$ cat config.mk
export PLATFORM = sky130hd
export DESIGN_NAME = batch_top
export DESIGN_NICKNAME = d
export VERILOG_FILES = /design/src/common/batch_pkg.sv /design/src/batch_tracker/batch_tracker.sv /design/src/logic/batch_top.sv /design/src/logic/cmd_queue.sv /design/src/logic/sample_core.sv
export SDC_FILE = /design/constraint.sdc
export NUM_CORES = 1
export LEC_CHECK = 0
export BUFFER_PORTS_ARGS = -buffer_cell sky130_fd_sc_hd__buf_2
export CORE_UTILIZATION = 45
export DETAILED_ROUTE_END_ITERATION = 6
export SLEW_MARGIN = 10
export SYNTH_ARGS = -nofsm -noshare
export SYNTH_HDL_FRONTEND = slang
export SYNTH_SLANG_ARGS = --single-unit
$ cat constraint.sdc
create_clock -name clk -period 15.32 [get_ports clk]
set_input_delay 4.596 -clock clk [delete_from_list [all_inputs] [get_ports clk]]
set_output_delay 4.596 -clock clk [all_outputs]
set_load 0.01 [all_outputs]
$ cat src/common/batch_pkg.sv
/* Shared widths, limits and vector types for the batch scheduling subsystem.
   Every module refers to these by scoped name. */
`default_nettype none

package batch_pkg;

  // ------------------------------
  // Limits and delays
  // ------------------------------
  // Batches alive at once
  localparam int batch_nb   = 2;
  localparam int max_pbs_nb = 8;
  // Key load stand-in between command issue and sample step
  localparam int batch_dly  = 16;

  // ------------------------------
  // Widths
  // ------------------------------
  localparam int sample_w  = 16;
  localparam int loop_w    = 8;
  localparam int pbs_w     = 4;
  localparam int cmd_w     = loop_w + pbs_w;
  localparam int res_depth = batch_nb * max_pbs_nb;

  // ------------------------------
  // Vector types
  // ------------------------------
  typedef logic [sample_w-1:0] sample_t;
  typedef logic [loop_w-1:0]   br_loop_t;
  // Legal sample counts are 1 to max_pbs_nb
  typedef logic [pbs_w-1:0]    pbs_nb_t;
  // Loop count in the upper bits, sample count in the lower bits
  typedef logic [cmd_w-1:0]    batch_cmd_t;

  // Index into a batch_nb deep store, and a count of 0 to batch_nb batches
  typedef logic [$clog2(batch_nb)-1:0]   batch_ptr_t;
  typedef logic [$clog2(batch_nb+1)-1:0] batch_cnt_t;

endpackage

`default_nettype wire

$ cat src/batch_tracker/batch_tracker.sv
/* Batch life tracker. Three step FSMs (command, sample, result) linked by credit
   and pending counters, with a shift line standing in for the key load. */
`timescale 1ns/10ps
`default_nettype none

module batch_tracker (
  input  wire                   clk,
  input  wire                   s_rst_n,

  input  wire batch_pkg::batch_cmd_t q_cmd,
  input  wire                   q_vld,
  output logic                  q_pop,

  output batch_pkg::batch_cmd_t core_cmd,
  output logic                  core_cmd_vld,
  output logic                  send_data,
  input  wire                   in_last,
  input  wire                   out_last,

  output logic                  all_idle
);

  typedef enum logic {
    cmd_st_wait,
    cmd_st_send
  } cmd_st_e;

  typedef enum logic {
    data_st_wait,
    data_st_send
  } data_st_e;

  typedef enum logic {
    rsp_st_wait,
    rsp_st_receive
  } rsp_st_e;

  cmd_st_e                       cmd_st;
  cmd_st_e                       cmd_st_nxt;
  data_st_e                      data_st;
  data_st_e                      data_st_nxt;
  rsp_st_e                       rsp_st;
  rsp_st_e                       rsp_st_nxt;

  // Free slots, batches waiting for samples, batches waiting for results
  batch_pkg::batch_cnt_t         credit_cnt;
  batch_pkg::batch_cnt_t         data_cnt;
  batch_pkg::batch_cnt_t         rsp_cnt;

  logic [batch_pkg::batch_dly-1:0] issue_sr;
  logic                          issue_dly;

  // ------------------------------
  // Step state machines
  // ------------------------------
  always_comb begin
    cmd_st_nxt = cmd_st;
    case (cmd_st)
      cmd_st_wait: begin
        if (q_vld && credit_cnt != '0) begin
          cmd_st_nxt = cmd_st_send;
        end
      end
      // Single cycle, the pop happens here
      cmd_st_send: cmd_st_nxt = cmd_st_wait;
      default:     cmd_st_nxt = cmd_st_wait;
    endcase
  end

  always_comb begin
    data_st_nxt = data_st;
    case (data_st)
      data_st_wait: begin
        if (data_cnt != '0) begin
          data_st_nxt = data_st_send;
        end
      end
      data_st_send: begin
        if (in_last) begin
          data_st_nxt = data_st_wait;
        end
      end
      default: data_st_nxt = data_st_wait;
    endcase
  end

  always_comb begin
    rsp_st_nxt = rsp_st;
    case (rsp_st)
      rsp_st_wait: begin
        if (rsp_cnt != '0) begin
          rsp_st_nxt = rsp_st_receive;
        end
      end
      rsp_st_receive: begin
        if (out_last) begin
          rsp_st_nxt = rsp_st_wait;
        end
      end
      default: rsp_st_nxt = rsp_st_wait;
    endcase
  end

  always_ff @(posedge clk) begin
    if (!s_rst_n) begin
      cmd_st  <= cmd_st_wait;
      data_st <= data_st_wait;
      rsp_st  <= rsp_st_wait;
    end else begin
      cmd_st  <= cmd_st_nxt;
      data_st <= data_st_nxt;
      rsp_st  <= rsp_st_nxt;
    end
  end

  assign q_pop        = (cmd_st == cmd_st_send);
  assign core_cmd     = q_cmd;
  assign core_cmd_vld = q_pop;
  assign send_data    = (data_st == data_st_send);

  assign all_idle = (cmd_st == cmd_st_wait) & (data_st == data_st_wait) &
                    (rsp_st == rsp_st_wait) &
                    (credit_cnt == batch_pkg::batch_cnt_t'(batch_pkg::batch_nb));

  // ------------------------------
  // Key load delay line
  // ------------------------------
  always_ff @(posedge clk) begin
    if (!s_rst_n) begin
      issue_sr <= '0;
    end else begin
      issue_sr <= {issue_sr[batch_pkg::batch_dly-2:0], q_pop};
    end
  end

  assign issue_dly = issue_sr[batch_pkg::batch_dly-1];

  // ------------------------------
  // Hand-over counters
  // ------------------------------
  always_ff @(posedge clk) begin
    if (!s_rst_n) begin
      credit_cnt <= batch_pkg::batch_cnt_t'(batch_pkg::batch_nb);
      data_cnt   <= '0;
      rsp_cnt    <= '0;
    end else begin
      case ({q_pop, out_last})
        2'b10:   credit_cnt <= credit_cnt - 1'b1;
        2'b01:   credit_cnt <= credit_cnt + 1'b1;
        default: credit_cnt <= credit_cnt;
      endcase
      case ({issue_dly, in_last})
        2'b10:   data_cnt <= data_cnt + 1'b1;
        2'b01:   data_cnt <= data_cnt - 1'b1;
        default: data_cnt <= data_cnt;
      endcase
      case ({in_last, out_last})
        2'b10:   rsp_cnt <= rsp_cnt + 1'b1;
        2'b01:   rsp_cnt <= rsp_cnt - 1'b1;
        default: rsp_cnt <= rsp_cnt;
      endcase
    end
  end

  // Core never reports more finished batches than were issued
  assert property (@(posedge clk) disable iff (!s_rst_n)
    credit_cnt <= batch_pkg::batch_cnt_t'(batch_pkg::batch_nb))
    else $error("batch_tracker: credit count above batch_nb");

  assert property (@(posedge clk) disable iff (!s_rst_n)
    q_pop |-> q_vld)
    else $error("batch_tracker: pop on empty command queue");

endmodule

`default_nettype wire

$ cat src/logic/batch_top.sv
/* Top level of the batch scheduler. Connects the command queue, the batch
   tracker and the core model to the host, sample and result ports. */
`timescale 1ns/10ps
`default_nettype none

module batch_top (
  input  wire                   clk,
  input  wire                   s_rst_n,

  input  wire batch_pkg::batch_cmd_t host_cmd,
  input  wire                   host_req,
  output logic                  host_ack,

  input  wire batch_pkg::sample_t sample_in,
  input  wire                   sample_vld,
  output logic                  sample_rdy,

  output batch_pkg::sample_t    result,
  output logic                  result_vld,
  output logic                  result_last,

  output logic                  all_idle
);

  batch_pkg::batch_cmd_t q_cmd;
  logic                  q_vld;
  logic                  q_pop;
  batch_pkg::batch_cmd_t core_cmd;
  logic                  core_cmd_vld;
  logic                  send_data;
  logic                  in_last;
  logic                  out_last;

  cmd_queue u_cmd_queue (
    .clk          (clk),
    .s_rst_n      (s_rst_n),
    .host_cmd     (host_cmd),
    .host_req     (host_req),
    .host_ack     (host_ack),
    .q_cmd        (q_cmd),
    .q_vld        (q_vld),
    .q_pop        (q_pop)
  );

  batch_tracker u_batch_tracker (
    .clk          (clk),
    .s_rst_n      (s_rst_n),
    .q_cmd        (q_cmd),
    .q_vld        (q_vld),
    .q_pop        (q_pop),
    .core_cmd     (core_cmd),
    .core_cmd_vld (core_cmd_vld),
    .send_data    (send_data),
    .in_last      (in_last),
    .out_last     (out_last),
    .all_idle     (all_idle)
  );

  sample_core u_sample_core (
    .clk          (clk),
    .s_rst_n      (s_rst_n),
    .core_cmd     (core_cmd),
    .core_cmd_vld (core_cmd_vld),
    .send_data    (send_data),
    .sample_in    (sample_in),
    .sample_vld   (sample_vld),
    .sample_rdy   (sample_rdy),
    .result       (result),
    .result_vld   (result_vld),
    .result_last  (result_last),
    .in_last      (in_last),
    .out_last     (out_last)
  );

endmodule

`default_nettype wire

$ cat src/logic/cmd_queue.sv
/* Host command intake. A four-phase req/ack handshake writes each command once
   into a batch_nb deep FIFO that the tracker pops. */
`timescale 1ns/10ps
`default_nettype none

module cmd_queue (
  input  wire                   clk,
  input  wire                   s_rst_n,

  input  wire batch_pkg::batch_cmd_t host_cmd,
  input  wire                   host_req,
  output logic                  host_ack,

  output batch_pkg::batch_cmd_t q_cmd,
  output logic                  q_vld,
  input  wire                   q_pop
);

  typedef enum logic {
    ack_st_idle,
    ack_st_hold
  } ack_st_e;

  ack_st_e                 ack_st;
  ack_st_e                 ack_st_nxt;

  batch_pkg::batch_cmd_t   fifo_mem [batch_pkg::batch_nb];
  batch_pkg::batch_ptr_t   wr_ptr;
  batch_pkg::batch_ptr_t   rd_ptr;
  batch_pkg::batch_cnt_t   fill_cnt;
  logic                    full;
  logic                    wr_en;

  assign full  = (fill_cnt == batch_pkg::batch_cnt_t'(batch_pkg::batch_nb));
  assign q_vld = (fill_cnt != '0);
  assign q_cmd = fifo_mem[rd_ptr];

  // ------------------------------
  // Handshake phase machine
  // ------------------------------
  // One write per request, taken on the idle phase only
  assign wr_en    = (ack_st == ack_st_idle) & host_req & ~full;
  assign host_ack = (ack_st == ack_st_hold);

  always_comb begin
    ack_st_nxt = ack_st;
    case (ack_st)
      ack_st_idle: begin
        if (host_req && !full) begin
          ack_st_nxt = ack_st_hold;
        end
      end
      ack_st_hold: begin
        // Host has seen the ack and released its request
        if (!host_req) begin
          ack_st_nxt = ack_st_idle;
        end
      end
      default: ack_st_nxt = ack_st_idle;
    endcase
  end

  always_ff @(posedge clk) begin
    if (!s_rst_n) begin
      ack_st <= ack_st_idle;
    end else begin
      ack_st <= ack_st_nxt;
    end
  end

  // ------------------------------
  // Circular FIFO
  // ------------------------------
  always_ff @(posedge clk) begin
    if (wr_en) begin
      fifo_mem[wr_ptr] <= host_cmd;
    end
  end

  always_ff @(posedge clk) begin
    if (!s_rst_n) begin
      wr_ptr   <= '0;
      rd_ptr   <= '0;
      fill_cnt <= '0;
    end else begin
      if (wr_en) begin
        wr_ptr <= (wr_ptr == batch_pkg::batch_ptr_t'(batch_pkg::batch_nb - 1)) ?
                  '0 : wr_ptr + 1'b1;
      end
      if (q_pop) begin
        rd_ptr <= (rd_ptr == batch_pkg::batch_ptr_t'(batch_pkg::batch_nb - 1)) ?
                  '0 : rd_ptr + 1'b1;
      end
      case ({wr_en, q_pop})
        2'b10:   fill_cnt <= fill_cnt + 1'b1;
        2'b01:   fill_cnt <= fill_cnt - 1'b1;
        default: fill_cnt <= fill_cnt;
      endcase
    end
  end

  // A full queue leaves the full state through a pop only, never gains a write
  assert property (@(posedge clk) disable iff (!s_rst_n)
    (full && !q_pop) |=> full)
    else $error("cmd_queue: command written while full");

endmodule

`default_nettype wire

$ cat src/logic/sample_core.sv
/* Transform core model. Multiplies each sample by its batch loop count and
   streams the results back per batch, in issue order, with a last flag. */
`timescale 1ns/10ps
`default_nettype none

module sample_core (
  input  wire                   clk,
  input  wire                   s_rst_n,

  input  wire batch_pkg::batch_cmd_t core_cmd,
  input  wire                   core_cmd_vld,
  input  wire                   send_data,

  input  wire batch_pkg::sample_t sample_in,
  input  wire                   sample_vld,
  output logic                  sample_rdy,

  output batch_pkg::sample_t    result,
  output logic                  result_vld,
  output logic                  result_last,

  output logic                  in_last,
  output logic                  out_last
);

  typedef logic [$clog2(batch_pkg::res_depth)-1:0]   res_ptr_t;
  typedef logic [$clog2(batch_pkg::res_depth+1)-1:0] res_cnt_t;

  // Issued commands waiting for their samples
  batch_pkg::batch_cmd_t desc_mem [batch_pkg::batch_nb];
  batch_pkg::batch_ptr_t desc_wr_ptr;
  batch_pkg::batch_ptr_t desc_rd_ptr;
  batch_pkg::batch_cmd_t head_cmd;
  batch_pkg::br_loop_t   head_loop;
  batch_pkg::pbs_nb_t    head_pbs;

  logic                  acc;
  batch_pkg::pbs_nb_t    in_cnt;
  logic [batch_pkg::sample_w+batch_pkg::loop_w-1:0] prod;

  // Results, each tagged with its batch sample count
  batch_pkg::sample_t    res_mem [batch_pkg::res_depth];
  batch_pkg::pbs_nb_t    pbs_mem [batch_pkg::res_depth];
  res_ptr_t              res_wr_ptr;
  res_ptr_t              res_rd_ptr;
  res_cnt_t              res_cnt;

  batch_pkg::batch_cnt_t fin_cnt;
  logic                  emitting;
  batch_pkg::pbs_nb_t    out_cnt;

  // ------------------------------
  // Input side
  // ------------------------------
  always_ff @(posedge clk) begin
    if (core_cmd_vld) begin
      desc_mem[desc_wr_ptr] <= core_cmd;
    end
  end

  assign head_cmd  = desc_mem[desc_rd_ptr];
  assign head_loop = head_cmd[batch_pkg::cmd_w-1 -: batch_pkg::loop_w];
  assign head_pbs  = head_cmd[batch_pkg::pbs_w-1:0];

  assign sample_rdy = send_data;
  assign acc        = sample_vld & send_data;
  assign in_last    = acc & (in_cnt == head_pbs - 1'b1);
  assign prod       = sample_in * head_loop;

  always_ff @(posedge clk) begin
    if (!s_rst_n) begin
      desc_wr_ptr <= '0;
      desc_rd_ptr <= '0;
      in_cnt      <= '0;
    end else begin
      if (core_cmd_vld) begin
        desc_wr_ptr <= (desc_wr_ptr == batch_pkg::batch_ptr_t'(batch_pkg::batch_nb - 1)) ?
                       '0 : desc_wr_ptr + 1'b1;
      end
      // Head descriptor retires with the last sample of its batch
      if (in_last) begin
        desc_rd_ptr <= (desc_rd_ptr == batch_pkg::batch_ptr_t'(batch_pkg::batch_nb - 1)) ?
                       '0 : desc_rd_ptr + 1'b1;
      end
      if (acc) begin
        in_cnt <= in_last ? '0 : in_cnt + 1'b1;
      end
    end
  end

  // ------------------------------
  // Result buffer
  // ------------------------------
  always_ff @(posedge clk) begin
    if (acc) begin
      res_mem[res_wr_ptr] <= prod[batch_pkg::sample_w-1:0];
      pbs_mem[res_wr_ptr] <= head_pbs;
    end
  end

  always_ff @(posedge clk) begin
    if (!s_rst_n) begin
      res_wr_ptr <= '0;
      res_rd_ptr <= '0;
      res_cnt    <= '0;
    end else begin
      if (acc) begin
        res_wr_ptr <= (res_wr_ptr == res_ptr_t'(batch_pkg::res_depth - 1)) ?
                      '0 : res_wr_ptr + 1'b1;
      end
      if (emitting) begin
        res_rd_ptr <= (res_rd_ptr == res_ptr_t'(batch_pkg::res_depth - 1)) ?
                      '0 : res_rd_ptr + 1'b1;
      end
      case ({acc, emitting})
        2'b10:   res_cnt <= res_cnt + 1'b1;
        2'b01:   res_cnt <= res_cnt - 1'b1;
        default: res_cnt <= res_cnt;
      endcase
    end
  end

  // ------------------------------
  // Output drain
  // ------------------------------
  // One idle cycle between batches keeps out_last after the tracker's receive step
  assign result_vld  = emitting;
  assign result      = res_mem[res_rd_ptr];
  assign out_last    = emitting & (out_cnt == pbs_mem[res_rd_ptr] - 1'b1);
  assign result_last = out_last;

  always_ff @(posedge clk) begin
    if (!s_rst_n) begin
      fin_cnt  <= '0;
      emitting <= 1'b0;
      out_cnt  <= '0;
    end else begin
      case ({in_last, out_last})
        2'b10:   fin_cnt <= fin_cnt + 1'b1;
        2'b01:   fin_cnt <= fin_cnt - 1'b1;
        default: fin_cnt <= fin_cnt;
      endcase
      if (!emitting && fin_cnt != '0) begin
        emitting <= 1'b1;
      end else if (out_last) begin
        emitting <= 1'b0;
      end
      if (emitting) begin
        out_cnt <= out_last ? '0 : out_cnt + 1'b1;
      end
    end
  end

  assert property (@(posedge clk) disable iff (!s_rst_n)
    result_vld |-> (res_cnt != '0))
    else $error("sample_core: result emitted from an empty buffer");

endmodule

`default_nettype wire

**Word level (Yosys, flattened, before mapping)**

Memory sizes are Yosys's and may differ from the RTL's. A register that Yosys moved wholly into a read port is not among the register bits.
Cells that the tools add are included.

- Flip-flop bits (word level): 51
- Memories kept: 4
- Input bits: 32
- Logic and storage cells: 126
- Latch bits: 0
- Bits in writable memories: 368
- Output and inout bits: 21
- Memory bits (read-only): 0

Memories:

| name | words | width | read ports | clocked after Yosys merged registers in | write ports | RTL line | RTL |
|---|---|---|---|---|---|---|---|
| u_sample_core.res_mem | 16 | 16 | 1 | 1 | 1 | sample_core.sv:42 | `batch_pkg::sample_t res_mem [batch_pkg::res_depth];` |
| u_sample_core.pbs_mem | 16 | 4 | 1 | 1 | 1 | sample_core.sv:43 | `batch_pkg::pbs_nb_t pbs_mem [batch_pkg::res_depth];` |
| u_cmd_queue.fifo_mem | 2 | 12 | 1 | 1 | 1 | cmd_queue.sv:27 | `batch_pkg::batch_cmd_t fifo_mem [batch_pkg::batch_nb];` |
| u_sample_core.desc_mem | 2 | 12 | 1 | 1 | 1 | sample_core.sv:30 | `batch_pkg::batch_cmd_t desc_mem [batch_pkg::batch_nb];` |

- Multiply operators: 1
- Equal/unequal tests: 14
- Bitwise logic cells: 13
- Muxes and demuxes: 40
- Reduce and logical (&&, ||, !) cells: 15
- Shifts and indexed selects: 0
- Div/mod/pow operators: 0
- $lt $le $gt $ge: 0
- Add/subtract/negate cells: 20

Operators by type and width:

| operator | number |
|---|---|
| two-way mux 4 bit | 8 |
| two-way mux 1 bit | 23 |
| one-hot mux 2 bit (2 select lines) | 5 |
| nonzero test 2 bit | 10 |
| adder 4 x 1 -> 4 bit, second input constant | 4 |
| multiplier 16 x 8 -> 16 bit | 1 |
| == test 2 bit, second input constant | 6 |
| adder 2 x 1 -> 2 bit, second input constant | 5 |
| subtractor 2 x 1 -> 2 bit, second input constant | 5 |
| AND 1 bit | 8 |
| == test 2 x 1 -> 1 bit, second input constant | 4 |
| == test 4 bit | 2 |
| == test 4 bit, second input constant | 2 |
| one-hot mux 1 bit (2 select lines) | 4 |
| subtractor 4 x 1 -> 4 bit, second input constant | 2 |
| inverter 1 bit | 5 |
| adder 1 bit, second input constant | 4 |
| logical AND 1 bit | 3 |
| logical NOT 1 bit | 2 |

**Longest topological paths before layout**

- Word-level depth: 5
- Gate-level depth with buffers: 20
- Depth with buffers taken out: 18

**Cells and area by module**

Synthesis repeated with hierarchy kept, for this count alone.

- Cells, all modules: 1129
- Area total of the unflattened synthesis: 19163.4 um^2

By module, submodules not included:

| module | seq. area each (um^2) | cells an instance | area each (um^2) | instances |
|---|---|---|---|---|
| sample_core | 10850.4 | 974 | 17110.2 | 1 |
| cmd_queue | 840.8 | 66 | 1119.8 | 1 |
| batch_tracker | 500.5 | 89 | 933.4 | 1 |

**Worst setup path before layout**

No wires, ideal clock.

- Path type: in2reg
- From: in sample_in[3]
- To: mem u_sample_core.res_mem[0][15] in the netlist's numbering, data pin
- Cell stages on the path: 14
- Data required time: 15023 ps
- Library setup time: 297 ps
- Arrival time: 8364 ps
- Slack: 6659 ps
- Buffers on the path: 0
- Cells stage by stage: nor2b_1 > fa_1 > fa_1 > inv_1 > fa_1 > fa_1 > inv_1 > ha_1 > o21ai_0 > a21boi_0 > o21ai_0 > a21oi_1 > a41oi_1 > xnor2_1

- Cells in the longest elaborated chain, start to end: 1

Ends and longest elaborated chain:

| item | RTL line | RTL |
|---|---|---|
| start, declared | batch_top.sv:14 | `input wire batch_pkg::sample_t sample_in,` |
| multiplier 16 x 8 -> 16 bit | sample_core.sv:68 | `assign prod = sample_in * head_loop;` |
| net u_sample_core.prod, one bit | sample_core.sv:39 | `logic [batch_pkg::sample_w+batch_pkg::loop_w-1:0] prod;` |
| end, declared | sample_core.sv:42 |  |

The timed path passes the listed nets, and every way through them passes these cells.

==> impl_results.md <==
* Outcome: finished, final reports clean
* Clock power frac at 0.207
* Via count at roughly 9600
* Initial antenna violation count at 1
* DIE HEIGHT at approximately 210 µm
* Top post-synthesis cells by area: edfxtp_1, mux4_2, fa_1
* Inst Count DP at around 1700
* Area leader, netlist: edfxtp_1
* Setup TNS at 0 ns
* Async set or reset register ratio after synthesis at 0
* Final routed DRC violation total at 0
* Non-filler cells, final at around 1800
* Slew HR at 0.164
* Setup bufs post-CTS at 0
* Clock Path Buffers at 3
* EDFF count, synth at roughly 370
* Warnings from Yosys at 0
* RSZ-0062 raised after global routing: false
* Vias in the first global route at between 9000 and 10000
* Setup crit start kind: register
* Crit. End Element: primary output
* Worst-path clk slew at about 0.06 ns
* Largest net degree at the start of global routing at 52
* Synthesized flop and latch total at 425
* Path depth of the worst reg2reg path at 15
* Most common library cells after synthesis: edfxtp_1, inv_1, mux4_2
* Critical path type: reg -> out
* Crit path arrival time at 4.67 ns
* # rows at 75
* GRT Total Usage at 0.180
* FF-to-FF setup slack at 8.91 ns
* Design area at ~0.021 mm²
* Slew @ Worst Pin at 1.24 ns
* Post-DP HPWL at roughly 22000 µm
* Worst-path fanout max at 45
* Root buf cell: clkbuf_16
* Part of the Yosys area used for sequential elements at 0.639
* Combinational power share at 0.353
* Fmax at between 100 and 150 MHz
* Internal at between 3 and 4 mW
* Unique masters post-synth at 48
* First-pass GRT wire length at just under 60000 µm
* Post-Syn Area at 0.0191 mm²
* Final period utilization at 0.605
* Hold/Removal Path Class: reg -> reg
* Register share of total power at 0.440
* Final hold vios at 0
* Share of cells above drive strength 1 at 0.200
* Post-place setup slack at slightly below 6 ns
* Iter 0 DRT Violations at around 630
* PnR Total Power at 4.96 mW
* Switching power at roughly 1.7 mW
* Vias per inst at roughly 5.4
* Hold depth at 1
* P&R area growth vs syn at 12.2%
* Wirelength per Cell at roughly 21 µm
* Total gr overflow at 0
* Detailed Route WL at 37400 µm
* Main synth FF type: edfxtp_1
* Final min period at approximately 9 ns
* CTS buffer count at between 40 and 50
* Port Buffers at 52
* Reg-to-Reg End: u_sample_core.res_mem[0][15]
* VDD IR-drop max at 283 µV
* Pwr dens at ~230 mW/mm²
* Min setup slack post-route at 6.05 ns
* H-tree levels at 2
* Leak pwr at approximately 7.4 nW
* DRT antenna net count at 0
* Max_cap viols at 0
* CTS-repair resized insts at 0
* Final Net Count at about 1300
* Syn Area/Cell at around 17 µm²
* Dpl cell area at about 0.02 mm²
* Die Width at around 210 µm
* Clock latency at the later pin of the worst-skew pair at roughly 0.58 ns
* Cts hold-fix bufs at 0
* Routability Congestion at around 0.76
* Count leader, synth: edfxtp_1
* Fin. max-slew vios at 0
* Sw Share at 0.341
* Antenna cells at 0
* Skew final at between 0.02 and 0.03 ns
* IO Count at 53
* Total iterations of the first detailed-routing run at 5
* Critical path required time at roughly 11 ns
* CTS tree: done
* Die ar. at ~0.043 mm²
* Clk sinks at roughly 430
* Starting density of the core at 0.456
* Syn_nets at roughly 1200
* Post-Syn Instances at around 1100
* Core area at 0.0419 mm²
* Top cell type's share of synthesized area at 0.579
* # setup viols final at 0
* Worst setup path endpoint: result_last
==> sequential cells by signal, summed over array words and instances, names as in the netlist, named ones only <==
name                          flops
u_batch_tracker.core_cmd_vld      1
u_batch_tracker.credit_cnt        2
u_batch_tracker.data_cnt          2
u_batch_tracker.issue_sr         16
u_batch_tracker.rsp_cnt           2
u_batch_tracker.rsp_st            1
u_batch_tracker.send_data         1
u_cmd_queue.fifo_mem             24
u_cmd_queue.fill_cnt              2
u_cmd_queue.host_ack              1
u_cmd_queue.rd_ptr                1
u_cmd_queue.wr_ptr                1
u_sample_core.desc_mem           24
u_sample_core.desc_rd_ptr         1
u_sample_core.desc_wr_ptr         1
u_sample_core.fin_cnt             2
u_sample_core.in_cnt              4
u_sample_core.out_cnt             4
u_sample_core.pbs_mem            64
u_sample_core.res_mem           256
u_sample_core.res_rd_ptr          4
u_sample_core.res_wr_ptr          4
u_sample_core.result_vld          1
==> power groups by stage <==
stage | sequential, mW | combinational, mW | clock, mW
3_5_place_dp | 2.21 | 1.76 | 0
2_1_floorplan | 2.19 | 1.16 | 0
5_1_grt | 2.19 | 1.97 | 1.09
6_report | 2.18 | 1.75 | 1.03
4_1_cts | 2.18 | 1.77 | 1.05
3_3_place_gp | 2.20 | 1.69 | 0
==> critical path: stages (launching register included) <==
cell and delay (ns):
dfxtp_4 0.82, buf_4 0.83, mux4_1 0.66, a22oi_1 0.23, nand2_1 0.19, or4_4 0.58, a2111oi_4 0.35, buf_4 0.23
buf_2 0.15
==> stage by stage <==
stage | util | hold slack (ns)
4_1_cts | 0.511 | 0.433
2_1_floorplan | - | 0.412
6_report | 0.511 | 0.429
3_3_place_gp | 0.478 | 0.414
3_5_place_dp | 0.478 | 0.421
5_1_grt | 0.511 | 0.441
==> metal layers <==
| metal | vias to the layer above | global-route usage | routed length [µm] |
|---|---|---|---|
| met4 | 0 | 0.0493 | 651 |
| met2 | 225 | 0.292 | 18000 |
| li1 | 4307 | - | - |
| met5 | - | 0 | 0 |
| met1 | 4966 | 0.255 | 17000 |
| met3 | 56 | 0.0284 | 1830 |
==> cell type report <==
class	count	area, µm²
Multi-Input combinational cell	566	6390
Timing Repair Buffer	71	403
Tap cell	539	674
Sequential cell	425	12200
Fill cell	3463	20500
Inverter	88	330
Clock inverter	22	191
Clock buffer	57	1210
==> cells in the final DEF (no fill, tap or decap), types with 24 or more instances in the layout <==
cell       count
nand2_1       36
edfxtp_1     368
clkbuf_16     45
buf_2         52
dfxtp_1       53
xnor2_1       42
inv_1         88
ha_1          37
nor2_1        24
fa_1          60
nor2b_1       66
mux4_2        86
and2_1        61
==> kinds of logic (layout without fill, tap and decap cells) <==
kind of cell	after synthesis	after routing	synth area share
AO/OA/AOI/OAI	54	54	0.0203
XOR/XNOR	50	50	0.0230
adder cells (fa/ha/maj)	97	97	0.0873
buffers and inverters	126	238	0.0264
flip-flops	425	425	0.639
multiplexers	125	125	0.133
AND/OR/NAND/NOR	240	240	0.0707
==> worst min-delay path by stage <==
stage,from,endpoint,slack (ns)
2_1_floorplan,u_batch_tracker.issue_sr[9],u_batch_tracker.issue_sr[10],0.41
3_3_place_gp,u_batch_tracker.issue_sr[2],u_batch_tracker.issue_sr[3],0.41
3_5_place_dp,u_batch_tracker.issue_sr[4],u_batch_tracker.issue_sr[5],0.42
4_1_cts,u_batch_tracker.issue_sr[11],u_batch_tracker.issue_sr[12],0.43
5_1_grt,u_batch_tracker.issue_sr[8],u_batch_tracker.issue_sr[9],0.44
6_report,u_batch_tracker.issue_sr[2],u_batch_tracker.issue_sr[3],0.43
Power figures use the tool's default switching activity.
